## src/logic/decode_defs.svh

```systemverilog
`ifndef DECODE_DEFS_SVH
`define DECODE_DEFS_SVH

// datapath and register file sizes
`define DATA_W      32
`define REG_ADDR_W  5
`define REG_COUNT   32

// instruction field widths
`define IMM_W       16

// jal writes its return address here
`define LINK_REG    31

`endif

```

## src/logic/decode_pkg.sv

```systemverilog
`include "decode_defs.svh"

package decode_pkg;

    typedef logic [`DATA_W-1:0]     word_t;
    typedef logic [`REG_ADDR_W-1:0] reg_addr_t;

    // primary opcode, inst[31:26]
    typedef enum logic [5:0] {
        OP_SPECIAL = 6'h00,  // R-type, see funct
        OP_J       = 6'h02,
        OP_JAL     = 6'h03,
        OP_BEQ     = 6'h04,
        OP_BNE     = 6'h05,
        OP_ADDIU   = 6'h09,
        OP_SLTI    = 6'h0a,
        OP_SLTIU   = 6'h0b,
        OP_ANDI    = 6'h0c,
        OP_ORI     = 6'h0d,
        OP_XORI    = 6'h0e,
        OP_LUI     = 6'h0f,
        OP_LW      = 6'h23,
        OP_SW      = 6'h2b
    } opcode_e;

    // function field of SPECIAL, inst[5:0]
    typedef enum logic [5:0] {
        FN_SLL  = 6'h00,
        FN_SRL  = 6'h02,
        FN_SRA  = 6'h03,
        FN_SLLV = 6'h04,
        FN_SRLV = 6'h06,
        FN_SRAV = 6'h07,
        FN_JR   = 6'h08,
        FN_ADDU = 6'h21,
        FN_SUBU = 6'h23,
        FN_AND  = 6'h24,
        FN_OR   = 6'h25,
        FN_XOR  = 6'h26,
        FN_NOR  = 6'h27,
        FN_SLT  = 6'h2a,
        FN_SLTU = 6'h2b
    } funct_e;

    // operation carried to the execute stage
    typedef enum logic [3:0] {
        ALU_ADD, ALU_SUB, ALU_SLT, ALU_SLTU,
        ALU_AND, ALU_NOR, ALU_OR,  ALU_XOR,
        ALU_SLL, ALU_SRL, ALU_SRA, ALU_LUI
    } alu_op_e;

endpackage

```

## src/logic/branch_unit.sv

```systemverilog
`timescale 1ns/1ps
`include "decode_defs.svh"

module branch_unit (
    input  logic                ds_valid_go,
    input  decode_pkg::word_t   pc,
    input  logic [`IMM_W-1:0]   imm,
    input  logic [25:0]         jidx,
    input  decode_pkg::word_t   rs_value,
    input  decode_pkg::word_t   rt_value,
    input  logic                is_beq,
    input  logic                is_bne,
    input  logic                is_j,
    input  logic                is_jal,
    input  logic                is_jr,
    output logic                br_taken,
    output decode_pkg::word_t   br_target
);
    import decode_pkg::*;

    word_t slot_pc;  // delay slot address
    word_t br_offset;
    logic  rs_eq_rt;

    assign slot_pc   = pc + word_t'(4);
    assign br_offset = {{(`DATA_W-`IMM_W-2){imm[`IMM_W-1]}}, imm, 2'b00};
    assign rs_eq_rt  = (rs_value == rt_value);

    assign br_taken = ds_valid_go & (is_beq & rs_eq_rt | is_bne & ~rs_eq_rt
                                   | is_j | is_jal | is_jr);

    assign br_target = (is_beq | is_bne) ? slot_pc + br_offset :
                       is_jr             ? rs_value :
                                           {slot_pc[31:28], jidx, 2'b00};  // j, jal

endmodule

```

## src/logic/id_stage.sv

```systemverilog
`timescale 1ns/1ps
`include "decode_defs.svh"

module id_stage (
    input  logic                  clk,
    input  logic                  reset,
    input  logic                  fs_to_ds_valid,
    input  decode_pkg::word_t     fs_inst,
    input  decode_pkg::word_t     fs_pc,
    input  logic                  es_allowin,
    input  decode_pkg::reg_addr_t es_dest,
    input  decode_pkg::word_t     es_result,
    input  logic                  es_result_valid,
    input  decode_pkg::reg_addr_t ms_dest,
    input  decode_pkg::word_t     ms_result,
    input  logic                  ws_we,
    input  decode_pkg::reg_addr_t ws_dest,
    input  decode_pkg::word_t     ws_data,
    output logic                  ds_allowin,
    output logic                  ds_to_es_valid,
    output decode_pkg::alu_op_e   alu_op,
    output logic                  src1_is_sa,
    output logic                  src1_is_pc,
    output logic                  src2_is_imm,
    output logic                  src2_is_8,
    output logic                  gr_we,
    output logic                  mem_re,
    output logic                  mem_we,
    output decode_pkg::reg_addr_t dest,
    output logic [`IMM_W-1:0]     imm,
    output decode_pkg::word_t     rs_value,
    output decode_pkg::word_t     rt_value,
    output decode_pkg::word_t     ds_pc,
    output logic                  br_taken,
    output decode_pkg::word_t     br_target
);
    import decode_pkg::*;

    logic        ds_valid;
    logic        ready_go;
    word_t       ds_inst;
    reg_addr_t   rs, rt;
    logic [25:0] jidx;
    logic        uses_rs, uses_rt;
    logic        is_beq, is_bne, is_j, is_jal, is_jr;
    word_t       rf_rdata1, rf_rdata2;

    assign ds_allowin     = !ds_valid || (ready_go && es_allowin);
    assign ds_to_es_valid = ds_valid && ready_go;

    always_ff @(posedge clk) begin
        if (reset) begin
            ds_valid <= 1'b0;
        end else if (ds_allowin) begin
            ds_valid <= fs_to_ds_valid;
        end
    end

    // payload only moves on a transfer
    always_ff @(posedge clk) begin
        if (fs_to_ds_valid && ds_allowin) begin
            ds_inst <= fs_inst;
            ds_pc   <= fs_pc;
        end
    end

    inst_decoder u_decoder (
        .inst(ds_inst), .rs(rs), .rt(rt), .alu_op(alu_op),
        .src1_is_sa(src1_is_sa), .src1_is_pc(src1_is_pc),
        .src2_is_imm(src2_is_imm), .src2_is_8(src2_is_8),
        .gr_we(gr_we), .mem_re(mem_re), .mem_we(mem_we), .dest(dest),
        .imm(imm), .jidx(jidx), .uses_rs(uses_rs), .uses_rt(uses_rt),
        .is_beq(is_beq), .is_bne(is_bne), .is_j(is_j), .is_jal(is_jal), .is_jr(is_jr)
    );

    regfile u_regfile (
        .clk(clk), .we(ws_we), .waddr(ws_dest), .wdata(ws_data),
        .raddr1(rs), .raddr2(rt), .rdata1(rf_rdata1), .rdata2(rf_rdata2)
    );

    operand_bypass u_bypass (
        .rs(rs), .rt(rt), .uses_rs(uses_rs), .uses_rt(uses_rt),
        .rf_rdata1(rf_rdata1), .rf_rdata2(rf_rdata2),
        .es_dest(es_dest), .es_result(es_result), .es_result_valid(es_result_valid),
        .ms_dest(ms_dest), .ms_result(ms_result),
        .ws_we(ws_we), .ws_dest(ws_dest), .ws_data(ws_data),
        .rs_value(rs_value), .rt_value(rt_value), .ready_go(ready_go)
    );

    // resolve only once the operands are final
    branch_unit u_branch (
        .ds_valid_go(ds_to_es_valid), .pc(ds_pc), .imm(imm), .jidx(jidx),
        .rs_value(rs_value), .rt_value(rt_value),
        .is_beq(is_beq), .is_bne(is_bne), .is_j(is_j), .is_jal(is_jal), .is_jr(is_jr),
        .br_taken(br_taken), .br_target(br_target)
    );

endmodule

```

## src/logic/inst_decoder.sv

```systemverilog
`timescale 1ns/1ps
`include "decode_defs.svh"

module inst_decoder (
    input  decode_pkg::word_t     inst,
    output decode_pkg::reg_addr_t rs,
    output decode_pkg::reg_addr_t rt,
    output decode_pkg::alu_op_e   alu_op,
    output logic                  src1_is_sa,
    output logic                  src1_is_pc,
    output logic                  src2_is_imm,
    output logic                  src2_is_8,
    output logic                  gr_we,
    output logic                  mem_re,
    output logic                  mem_we,
    output decode_pkg::reg_addr_t dest,
    output logic [`IMM_W-1:0]     imm,
    output logic [25:0]           jidx,
    output logic                  uses_rs,
    output logic                  uses_rt,
    output logic                  is_beq,
    output logic                  is_bne,
    output logic                  is_j,
    output logic                  is_jal,
    output logic                  is_jr
);
    import decode_pkg::*;

    opcode_e   op;
    funct_e    func;
    reg_addr_t rd;
    reg_addr_t sa;
    logic      special;
    logic      sa_zero;
    logic      rs_zero;
    logic inst_addu, inst_subu, inst_slt, inst_sltu, inst_and, inst_or;
    logic inst_xor, inst_nor, inst_sll, inst_srl, inst_sra;
    logic inst_sllv, inst_srlv, inst_srav;
    logic inst_addiu, inst_slti, inst_sltiu, inst_andi, inst_ori, inst_xori;
    logic inst_lui, inst_lw, inst_sw;
    logic dst_is_rt;
    logic reads_both;  // rs and rt both sourced

    assign op   = opcode_e'(inst[31:26]);
    assign rs   = inst[25:21];
    assign rt   = inst[20:16];
    assign rd   = inst[15:11];
    assign sa   = inst[10:6];
    assign func = funct_e'(inst[5:0]);
    assign imm  = inst[15:0];
    assign jidx = inst[25:0];

    assign special = (op == OP_SPECIAL);
    assign sa_zero = (sa == '0);
    assign rs_zero = (rs == '0);

    // three-register ops need sa == 0, shifts by sa need rs == 0
    assign inst_addu  = special && func == FN_ADDU && sa_zero;
    assign inst_subu  = special && func == FN_SUBU && sa_zero;
    assign inst_slt   = special && func == FN_SLT  && sa_zero;
    assign inst_sltu  = special && func == FN_SLTU && sa_zero;
    assign inst_and   = special && func == FN_AND  && sa_zero;
    assign inst_or    = special && func == FN_OR   && sa_zero;
    assign inst_xor   = special && func == FN_XOR  && sa_zero;
    assign inst_nor   = special && func == FN_NOR  && sa_zero;
    assign inst_sllv  = special && func == FN_SLLV && sa_zero;
    assign inst_srlv  = special && func == FN_SRLV && sa_zero;
    assign inst_srav  = special && func == FN_SRAV && sa_zero;
    assign inst_sll   = special && func == FN_SLL  && rs_zero;
    assign inst_srl   = special && func == FN_SRL  && rs_zero;
    assign inst_sra   = special && func == FN_SRA  && rs_zero;
    assign is_jr      = special && func == FN_JR && rt == '0 && rd == '0 && sa_zero;
    assign inst_addiu = (op == OP_ADDIU);
    assign inst_slti  = (op == OP_SLTI);
    assign inst_sltiu = (op == OP_SLTIU);
    assign inst_andi  = (op == OP_ANDI);
    assign inst_ori   = (op == OP_ORI);
    assign inst_xori  = (op == OP_XORI);
    assign inst_lui   = (op == OP_LUI) && rs_zero;
    assign inst_lw    = (op == OP_LW);
    assign inst_sw    = (op == OP_SW);
    assign is_beq     = (op == OP_BEQ);
    assign is_bne     = (op == OP_BNE);
    assign is_j       = (op == OP_J);
    assign is_jal     = (op == OP_JAL);

    always_comb begin
        alu_op = ALU_ADD;  // addu/addiu, address calc, jal link
        if (inst_subu)                   alu_op = ALU_SUB;
        else if (inst_slt  | inst_slti)  alu_op = ALU_SLT;
        else if (inst_sltu | inst_sltiu) alu_op = ALU_SLTU;
        else if (inst_and  | inst_andi)  alu_op = ALU_AND;
        else if (inst_nor)               alu_op = ALU_NOR;
        else if (inst_or   | inst_ori)   alu_op = ALU_OR;
        else if (inst_xor  | inst_xori)  alu_op = ALU_XOR;
        else if (inst_sll  | inst_sllv)  alu_op = ALU_SLL;
        else if (inst_srl  | inst_srlv)  alu_op = ALU_SRL;
        else if (inst_sra  | inst_srav)  alu_op = ALU_SRA;
        else if (inst_lui)               alu_op = ALU_LUI;
    end

    assign src1_is_sa  = inst_sll | inst_srl | inst_sra;
    assign src1_is_pc  = is_jal;  // link value is pc + 8
    assign src2_is_8   = is_jal;
    assign src2_is_imm = |{inst_addiu, inst_slti, inst_sltiu, inst_andi, inst_ori,
                           inst_xori, inst_lui, inst_lw, inst_sw};
    assign mem_re      = inst_lw;
    assign mem_we      = inst_sw;

    assign dst_is_rt = |{inst_addiu, inst_slti, inst_sltiu, inst_andi, inst_ori,
                         inst_xori, inst_lui, inst_lw};
    assign gr_we     = dst_is_rt | is_jal | inst_sll | inst_srl | inst_sra
                     | |{inst_addu, inst_subu, inst_slt, inst_sltu, inst_and, inst_or,
                         inst_xor, inst_nor, inst_sllv, inst_srlv, inst_srav};
    assign dest = is_jal    ? reg_addr_t'(`LINK_REG) :
                  dst_is_rt ? rt : rd;

    // source classes for the load-use check, sw reads its base too
    assign reads_both = |{inst_addu, inst_subu, inst_slt, inst_sltu, inst_and, inst_or,
                          inst_xor, inst_nor, inst_sllv, inst_srlv, inst_srav,
                          is_beq, is_bne, inst_sw};
    assign uses_rs = reads_both | is_jr
                   | |{inst_addiu, inst_slti, inst_sltiu, inst_andi, inst_ori,
                       inst_xori, inst_lw};
    assign uses_rt = reads_both | inst_sll | inst_srl | inst_sra;

endmodule

```

## src/logic/operand_bypass.sv

```systemverilog
`timescale 1ns/1ps

module operand_bypass (
    input  decode_pkg::reg_addr_t rs,
    input  decode_pkg::reg_addr_t rt,
    input  logic                  uses_rs,
    input  logic                  uses_rt,
    input  decode_pkg::word_t     rf_rdata1,
    input  decode_pkg::word_t     rf_rdata2,
    input  decode_pkg::reg_addr_t es_dest,
    input  decode_pkg::word_t     es_result,
    input  logic                  es_result_valid,
    input  decode_pkg::reg_addr_t ms_dest,
    input  decode_pkg::word_t     ms_result,
    input  logic                  ws_we,
    input  decode_pkg::reg_addr_t ws_dest,
    input  decode_pkg::word_t     ws_data,
    output decode_pkg::word_t     rs_value,
    output decode_pkg::word_t     rt_value,
    output logic                  ready_go
);
    import decode_pkg::*;

    logic rs_hit_es, rs_hit_ms, rs_hit_ws;
    logic rt_hit_es, rt_hit_ms, rt_hit_ws;
    logic load_use;

    // a nonzero source equal to a dest implies that dest is nonzero
    assign rs_hit_es = (rs != '0) && (rs == es_dest);
    assign rs_hit_ms = (rs != '0) && (rs == ms_dest);
    assign rs_hit_ws = (rs != '0) && (rs == ws_dest) && ws_we;
    assign rt_hit_es = (rt != '0) && (rt == es_dest);
    assign rt_hit_ms = (rt != '0) && (rt == ms_dest);
    assign rt_hit_ws = (rt != '0) && (rt == ws_dest) && ws_we;

    // youngest result wins
    assign rs_value = rs_hit_es ? es_result :
                      rs_hit_ms ? ms_result :
                      rs_hit_ws ? ws_data   : rf_rdata1;
    assign rt_value = rt_hit_es ? es_result :
                      rt_hit_ms ? ms_result :
                      rt_hit_ws ? ws_data   : rf_rdata2;

    // load data not there yet
    assign load_use = ~es_result_valid & (uses_rs & rs_hit_es | uses_rt & rt_hit_es);
    assign ready_go = ~load_use;

endmodule

```

## src/logic/regfile.sv

```systemverilog
`timescale 1ns/1ps
`include "decode_defs.svh"

module regfile (
    input  logic                  clk,
    input  logic                  we,
    input  decode_pkg::reg_addr_t waddr,
    input  decode_pkg::word_t     wdata,
    input  decode_pkg::reg_addr_t raddr1,
    input  decode_pkg::reg_addr_t raddr2,
    output decode_pkg::word_t     rdata1,
    output decode_pkg::word_t     rdata2
);

    decode_pkg::word_t regs [`REG_COUNT];

    always_ff @(posedge clk) begin
        if (we && waddr != '0) begin  // r0 stays zero
            regs[waddr] <= wdata;
        end
    end

    // asynchronous read
    assign rdata1 = (raddr1 == '0) ? '0 : regs[raddr1];
    assign rdata2 = (raddr2 == '0) ? '0 : regs[raddr2];

endmodule

```

## config.mk

```make
export PLATFORM = sky130hd
export DESIGN_NAME = id_stage
export DESIGN_NICKNAME = d
export VERILOG_FILES = /design/src/logic/decode_pkg.sv /design/src/logic/branch_unit.sv /design/src/logic/id_stage.sv /design/src/logic/inst_decoder.sv /design/src/logic/operand_bypass.sv /design/src/logic/regfile.sv
export VERILOG_INCLUDE_DIRS = /design/src /design/src/logic
export SDC_FILE = /design/constraint.sdc
export NUM_CORES = 2
export LEC_CHECK = 0
export BUFFER_PORTS_ARGS = -buffer_cell sky130_fd_sc_hd__buf_2
export CORE_ASPECT_RATIO = 1.1
export CORE_UTILIZATION = 60
export DETAILED_ROUTE_END_ITERATION = 8
export PLACE_DENSITY = 0.8
export RECOVER_POWER = 25
export SETUP_SLACK_MARGIN = 0.3
export SKIP_LAST_GASP = 1
export SYNTH_ARGS = -nofsm -noshare
export SYNTH_HDL_FRONTEND = slang
export SYNTH_SLANG_ARGS = --single-unit
export TNS_END_PERCENT = 30
```

## constraint.sdc

```tcl
create_clock -name clk -period 8.2 [get_ports clk]
set_clock_uncertainty 0.05 [all_clocks]
set_input_delay 1.23 -clock clk [delete_from_list [all_inputs] [get_ports clk]]
set_output_delay 1.23 -clock clk [all_outputs]
set_load 0.05 [all_outputs]
```

# Yosys cells after proc, flatten, opt, wreduce, memory -nomap -nowiden
# Memory sizes are Yosys's and may differ from the RTL's. A register that Yosys moved wholly into a read port is not among the register bits.
# Cells that the tools add are included.
# totals
wordCells,163
input_bits,181
regBits,65
out_inout_bits,163
mem_count,1
mem_bits_rw,1024
# op_classes
n_mux,27
n_bitwise,35
reduce_logical,61
addsub,2
eq_ne,34
# mem_list
memory,words,word_bits,rd,rd_ports_with_merged_regs,wr,line,rtl
u_regfile.regs,32,32,2,2,1,regfile.sv:15,decode_pkg::word_t regs [`REG_COUNT];
# ops
cell,n
$mux 32,10
$eq 6x6->1 const B,10
$eq 6x4->1 const B,8
$logic_and 1x1->1,45
$mux 4,11
$add 32x3->32 const B,1
$add 32x32->32,1
$eq 32x32->1,1
$eq 5x5->1,6
$eq 6x3->1 const B,5
$or 1x1->1,26
$eq 6x2->1 const B,4
$logic_not 5->1,4
$mux 5,4
$reduce_bool 5->1,3
$reduce_or 14->1,1
$logic_not 6->1,2
$reduce_or 11->1,1
$reduce_or 9->1,1
$reduce_or 8->1,1
$reduce_or 7->1,1
$and 1x1->1,6
$not 1->1,3
$mux 1,2
2 further kinds,2

# Logic depth before layout (Yosys ltp)
# depth
word_depth,15
mapped_depth,18
mapped_depth_nobuf,18

# Cells and area by module
# Synthesis repeated with hierarchy kept, for this count alone.
# unflattened
cells_unflattened,3529
area_unflattened_um2,56277.7
# by_module_without_submodules
mod,cells_per_inst,area_per_inst_um2,n_inst
regfile,2564,47929.7,1
branch_unit,452,3110.5,1
operand_bypass,289,2217.1,1
id_stage,70,1984.4,1
inst_decoder,154,1036.0,1

# Worst setup path after synthesis
# Ideal clock, no wire load.
# synth_timing
path_type,flip-flop to output port
from,register ds_pc[4]
to,output port br_target[28]
stages_incl_launch_ff,17
setup_slack_ns,1.740
required_ns,6.920
path_buffers,0
arrival_ns,5.180
path_cell_list,edfxtp_1 > and3_1 > and2_1 > and4_1 > nor2b_1 > nand3_1 > xnor2_1 > ha_1 > a21o_1 > a21o_1 > a221oi_1 > o31ai_1 > a211oi_1 > o21ai_0 > a21oi_1 > o21ai_0 > o31ai_1
# synth_between
elab_chain_len,3
# synth_lines
item,line,rtl
"start, declared",id_stage.sv:33,"output decode_pkg::word_t ds_pc,"
"start signal, assigned",id_stage.sv:63,ds_pc <= fs_pc;
$add 32x3->32 (*),branch_unit.sv:25,assign slot_pc = pc + word_t'(4);
$add 32x32->32 / $mux 32 (equally long branches),"branch_unit.sv:32, branch_unit.sv:33",
$mux 32 (*),branch_unit.sv:32,assign br_target = (is_beq | is_bne) ? slot_pc + br_offset :
"end, declared",id_stage.sv:35,output decode_pkg::word_t br_target
# Every way passes the cells marked *; elsewhere a longest branch is shown, timed or not.

# Worst setup path after layout
# layout_timing
from,register ds_inst[22]
to,output port br_taken
# layout_between
elab_chain_len,14
# layout_lines
item,line,rtl
"start, declared",id_stage.sv:41,word_t ds_inst;
"start signal, assigned",id_stage.sv:62,ds_inst <= fs_inst;
$eq 5x5->1 / $reduce_bool 5->1 (equally long branches),"operand_bypass.sv:31, operand_bypass.sv:29, operand_bypass.sv:30",
$logic_and 1x1->1 (2 in a row),operand_bypass.sv:31,assign rs_hit_ws = (rs != '0) && (rs == ws_dest) && ws_we;
$mux 32,operand_bypass.sv:39,rs_hit_ws ? ws_data : rf_rdata1;
$mux 32,operand_bypass.sv:38,rs_hit_ms ? ms_result :
$mux 32,operand_bypass.sv:37,assign rs_value = rs_hit_es ? es_result :
$eq 32x32->1,branch_unit.sv:27,assign rs_eq_rt = (rs_value == rt_value);
$not 1->1,branch_unit.sv:29,assign br_taken = ds_valid_go & (is_beq & rs_eq_rt | is_bne & ~rs_eq_rt
$and 1x1->1,branch_unit.sv:29,
$or 1x1->1,branch_unit.sv:29,
$or 1x1->1 (3 in a row),branch_unit.sv:30,| is_j | is_jal | is_jr);
$and 1x1->1 (*),branch_unit.sv:29,
"end, declared",id_stage.sv:34,"output logic br_taken,"
# Marks and branches as above.

==> flow_summary.toml <==
[die]
core-area_mm2 = 0.0909
floorplan.die_area_mm2 = 0.0928
die_w_um = 291
initial_core_util_pct = 60.5
placementRows = 116
ios = 344
die_y_um = 319

[logic_synthesis]
netlist_instances = 3543
synthesis.area_mm2 = 0.0550
synth_edf_count = 1088
yosys_warnings = 0
synth_area_per_cell_um2 = 15.5
synthFlopType = "edfxtp_1"
synthTopCellsByArea = "edfxtp_1 59%, mux4_2 10%, mux2i_1 9.5%"
seq_area_frac_synth_pct = 59.9
synthArstFlopShare_pct = 0
yosysTopAreaCell = "edfxtp_1"
synth_commonest_cells = "1088 x edfxtp_1, 519 x mux2i_1, 280 x a22oi_1"
yosys.cell_count.top_type = "edfxtp_1"
yosysTopAreaCellShare_pct = 59.5
synth-seq-cells = 1099
ys_types = 75

[sta]
layout_min_cycle_time_ps = 7950
tightest_slew_ps = 1440
drv_slew = 0
finalSetupViolations = 0
rsz0062_at_grt = "false"
fmax_ghz = 0.126
slew_headroom_pct = 3.76
fin_crit_sh_pct = 96.9
setup_tns_ps = 0
hold_viol = 0

[drt]
via_count = 38900
firstDrtPassIters = 9
viasPerCell = 7.59
drc = 5
wire_per_inst_um = 38.0
wl_mm = 195
dr.first_iter.drc_count = 6111
ant_nets = 0

[clock_network]
cts_buffer_depth = 3
htree_levels = 3
clock_latency_ps = 730
cts_buffers = 109
post_cts_resized = 0
root_buffer = "clkbuf_16"
clk_pin_slew_ps = 60
cts_setup_buffers = 0
cts_num_sinks = 1099
cts_tree = "done"
cts_hold_buf = 0

[run_status]
run_status = "complete, but fails checks"
violations = "DRC"

[global_routing]
overflow = 0
grt_start_max_net_pins = 90
grt_pass1_wl_mm = 270
grt_pass1_vias = 37400
grt_usage_pct = 41.6
antenna_found_initial = 23

[cells_and_area]
stdcell_count = 5130
multiInputGateArea_mm2 = 0.0209
fill_cells = 6038
area_delta_synth_final_pct = 12.4
final_layout_size_suffix_gt1_share_pct = 25.1
seq_area_mm2 = 0.0329
nNetsFinal = 4060

[power]
power.leakage_nw = 21.5
peakVddDrop_uv = 185
powerDensity_mw_per_mm2 = 229
finalPower_w = 0.0141

[placed_design]
dp_hpwl_mm = 118
placedCellCount = 4917
port_buffers = 343
place_congestion = 1.02

[critical_path]
worst-path-max-fanout = 30
critPathRequiredTime_ps = 6920
r2r_slack_ps = 4020
cpPeakStageDelay_ps = 1240
critPathSlowestCell = "a221oi_1"
path_class = "register to output pin"
cp_cell_sequence = "nor3_1, nand2_1, o21a_2, nand3_1, a221oi_1, xor2_1, nor4_1, nand4_1, nor2_1, nand4_1, o211ai_2, buf_2"
path_common_cell = "nand4_1"
endpoint_kind = "output pin"
startpoint_type = "register"
crit_arrival_ps = 6670

[run]
drv_cap = 0

[worst_hold_path]
hold_class = "register to register"
==> where the power goes <==
part	switching [W]	total, W	internal, W	leakage [nW]
Combinational	0.00183	0.00265	0.000815	9.82
Sequential	0.000118	0.00640	0.00628	9.96
Clock	0.00217	0.00508	0.00291	1.76
==> path summary, 6_finish.rpt <==
check / start / end / cells after the start
setup reg to reg: ds_inst[17] / ds_pc[23] / 10
setup / recovery: ds_inst[22] / br_taken / 12
hold / removal: ds_valid / ds_valid / 2
hold reg to reg: ds_valid / ds_valid / 2
==> layout make-up <==
| cell class | count | area share [%] |
|---|---|---|
| multi-input combinational | 2129 | 33.8 |
| tap | 1180 | 2.39 |
| sequential | 1099 | 53.3 |
| timing repair buffer | 455 | 4.32 |
| inverter | 54 | 0.328 |
| antenna | 15 | 0.0608 |
| clock buffer | 125 | 4.65 |
| clock inverter | 73 | 1.17 |
==> worst max-delay path: cells and delay by family, from the launching register on <==
family | cells | cell delay (ps)
AND/OR/NAND/NOR | 7 | 2480
flip-flops | 1 | 660
XOR/XNOR | 1 | 150
buffers and inverters | 1 | 280
AO/OA/AOI/OAI | 3 | 2360
==> registers in the layout (all words and copies together) (netlist names), named ones only <==
register	flops
ds_valid	1
ds_pc	32
u_regfile.regs	1024
ds_inst	32
==> metal layers <==
layer	share of wire [%]	global-route usage (%)	vias up
met4	8.6	30.2	20
li1	-	-	15200
met2	42	59.6	3643
met3	17	18.1	874
met1	32	50.3	19200
met5	0.16	0.778	-
==> metrics by stage <==
step / setup WS, ps / area [um^2] / utilization, % / hold WS (ps)
floorplan: 1740 / 55100 / - / 542
global placement: 987 / 58200 / 64.0 / 436
detailed placement: 921 / 58200 / 64.0 / 447
CTS: 739 / 61800 / 68.0 / 458
global route: 348 / 61800 / 68.0 / 511
finish: 253 / 61800 / 68.0 / 469
==> cells by family after synthesis <==
family          after synthesis  share of synthesized area (%)
compound gates              658                           9.27
xor+xnor                    116                           1.85
fa+ha+maj                    31                          0.720
buf+inv                     346                           3.12
flops                      1099                           59.9
mux                         785                           20.2
other cells                   1                        0.00682
simple gates                507                           5.02
==> layout by cell type, fill, tap and decap left out, types with 46 or more instances in the layout <==
master and instances:
a221oi_2 53, nor2_1 159, buf_2 319, nand3_1 84, and4_1 65, a211oi_1 64, edfxtp_1 1088, o22ai_1 130
mux2i_1 519, clkbuf_16 113, xor2_1 65, nand2_1 46, buf_4 97, mux4_2 256, xnor2_1 51, a22oi_1 280
inv_1 53
Power figures use the tool's default switching activity.
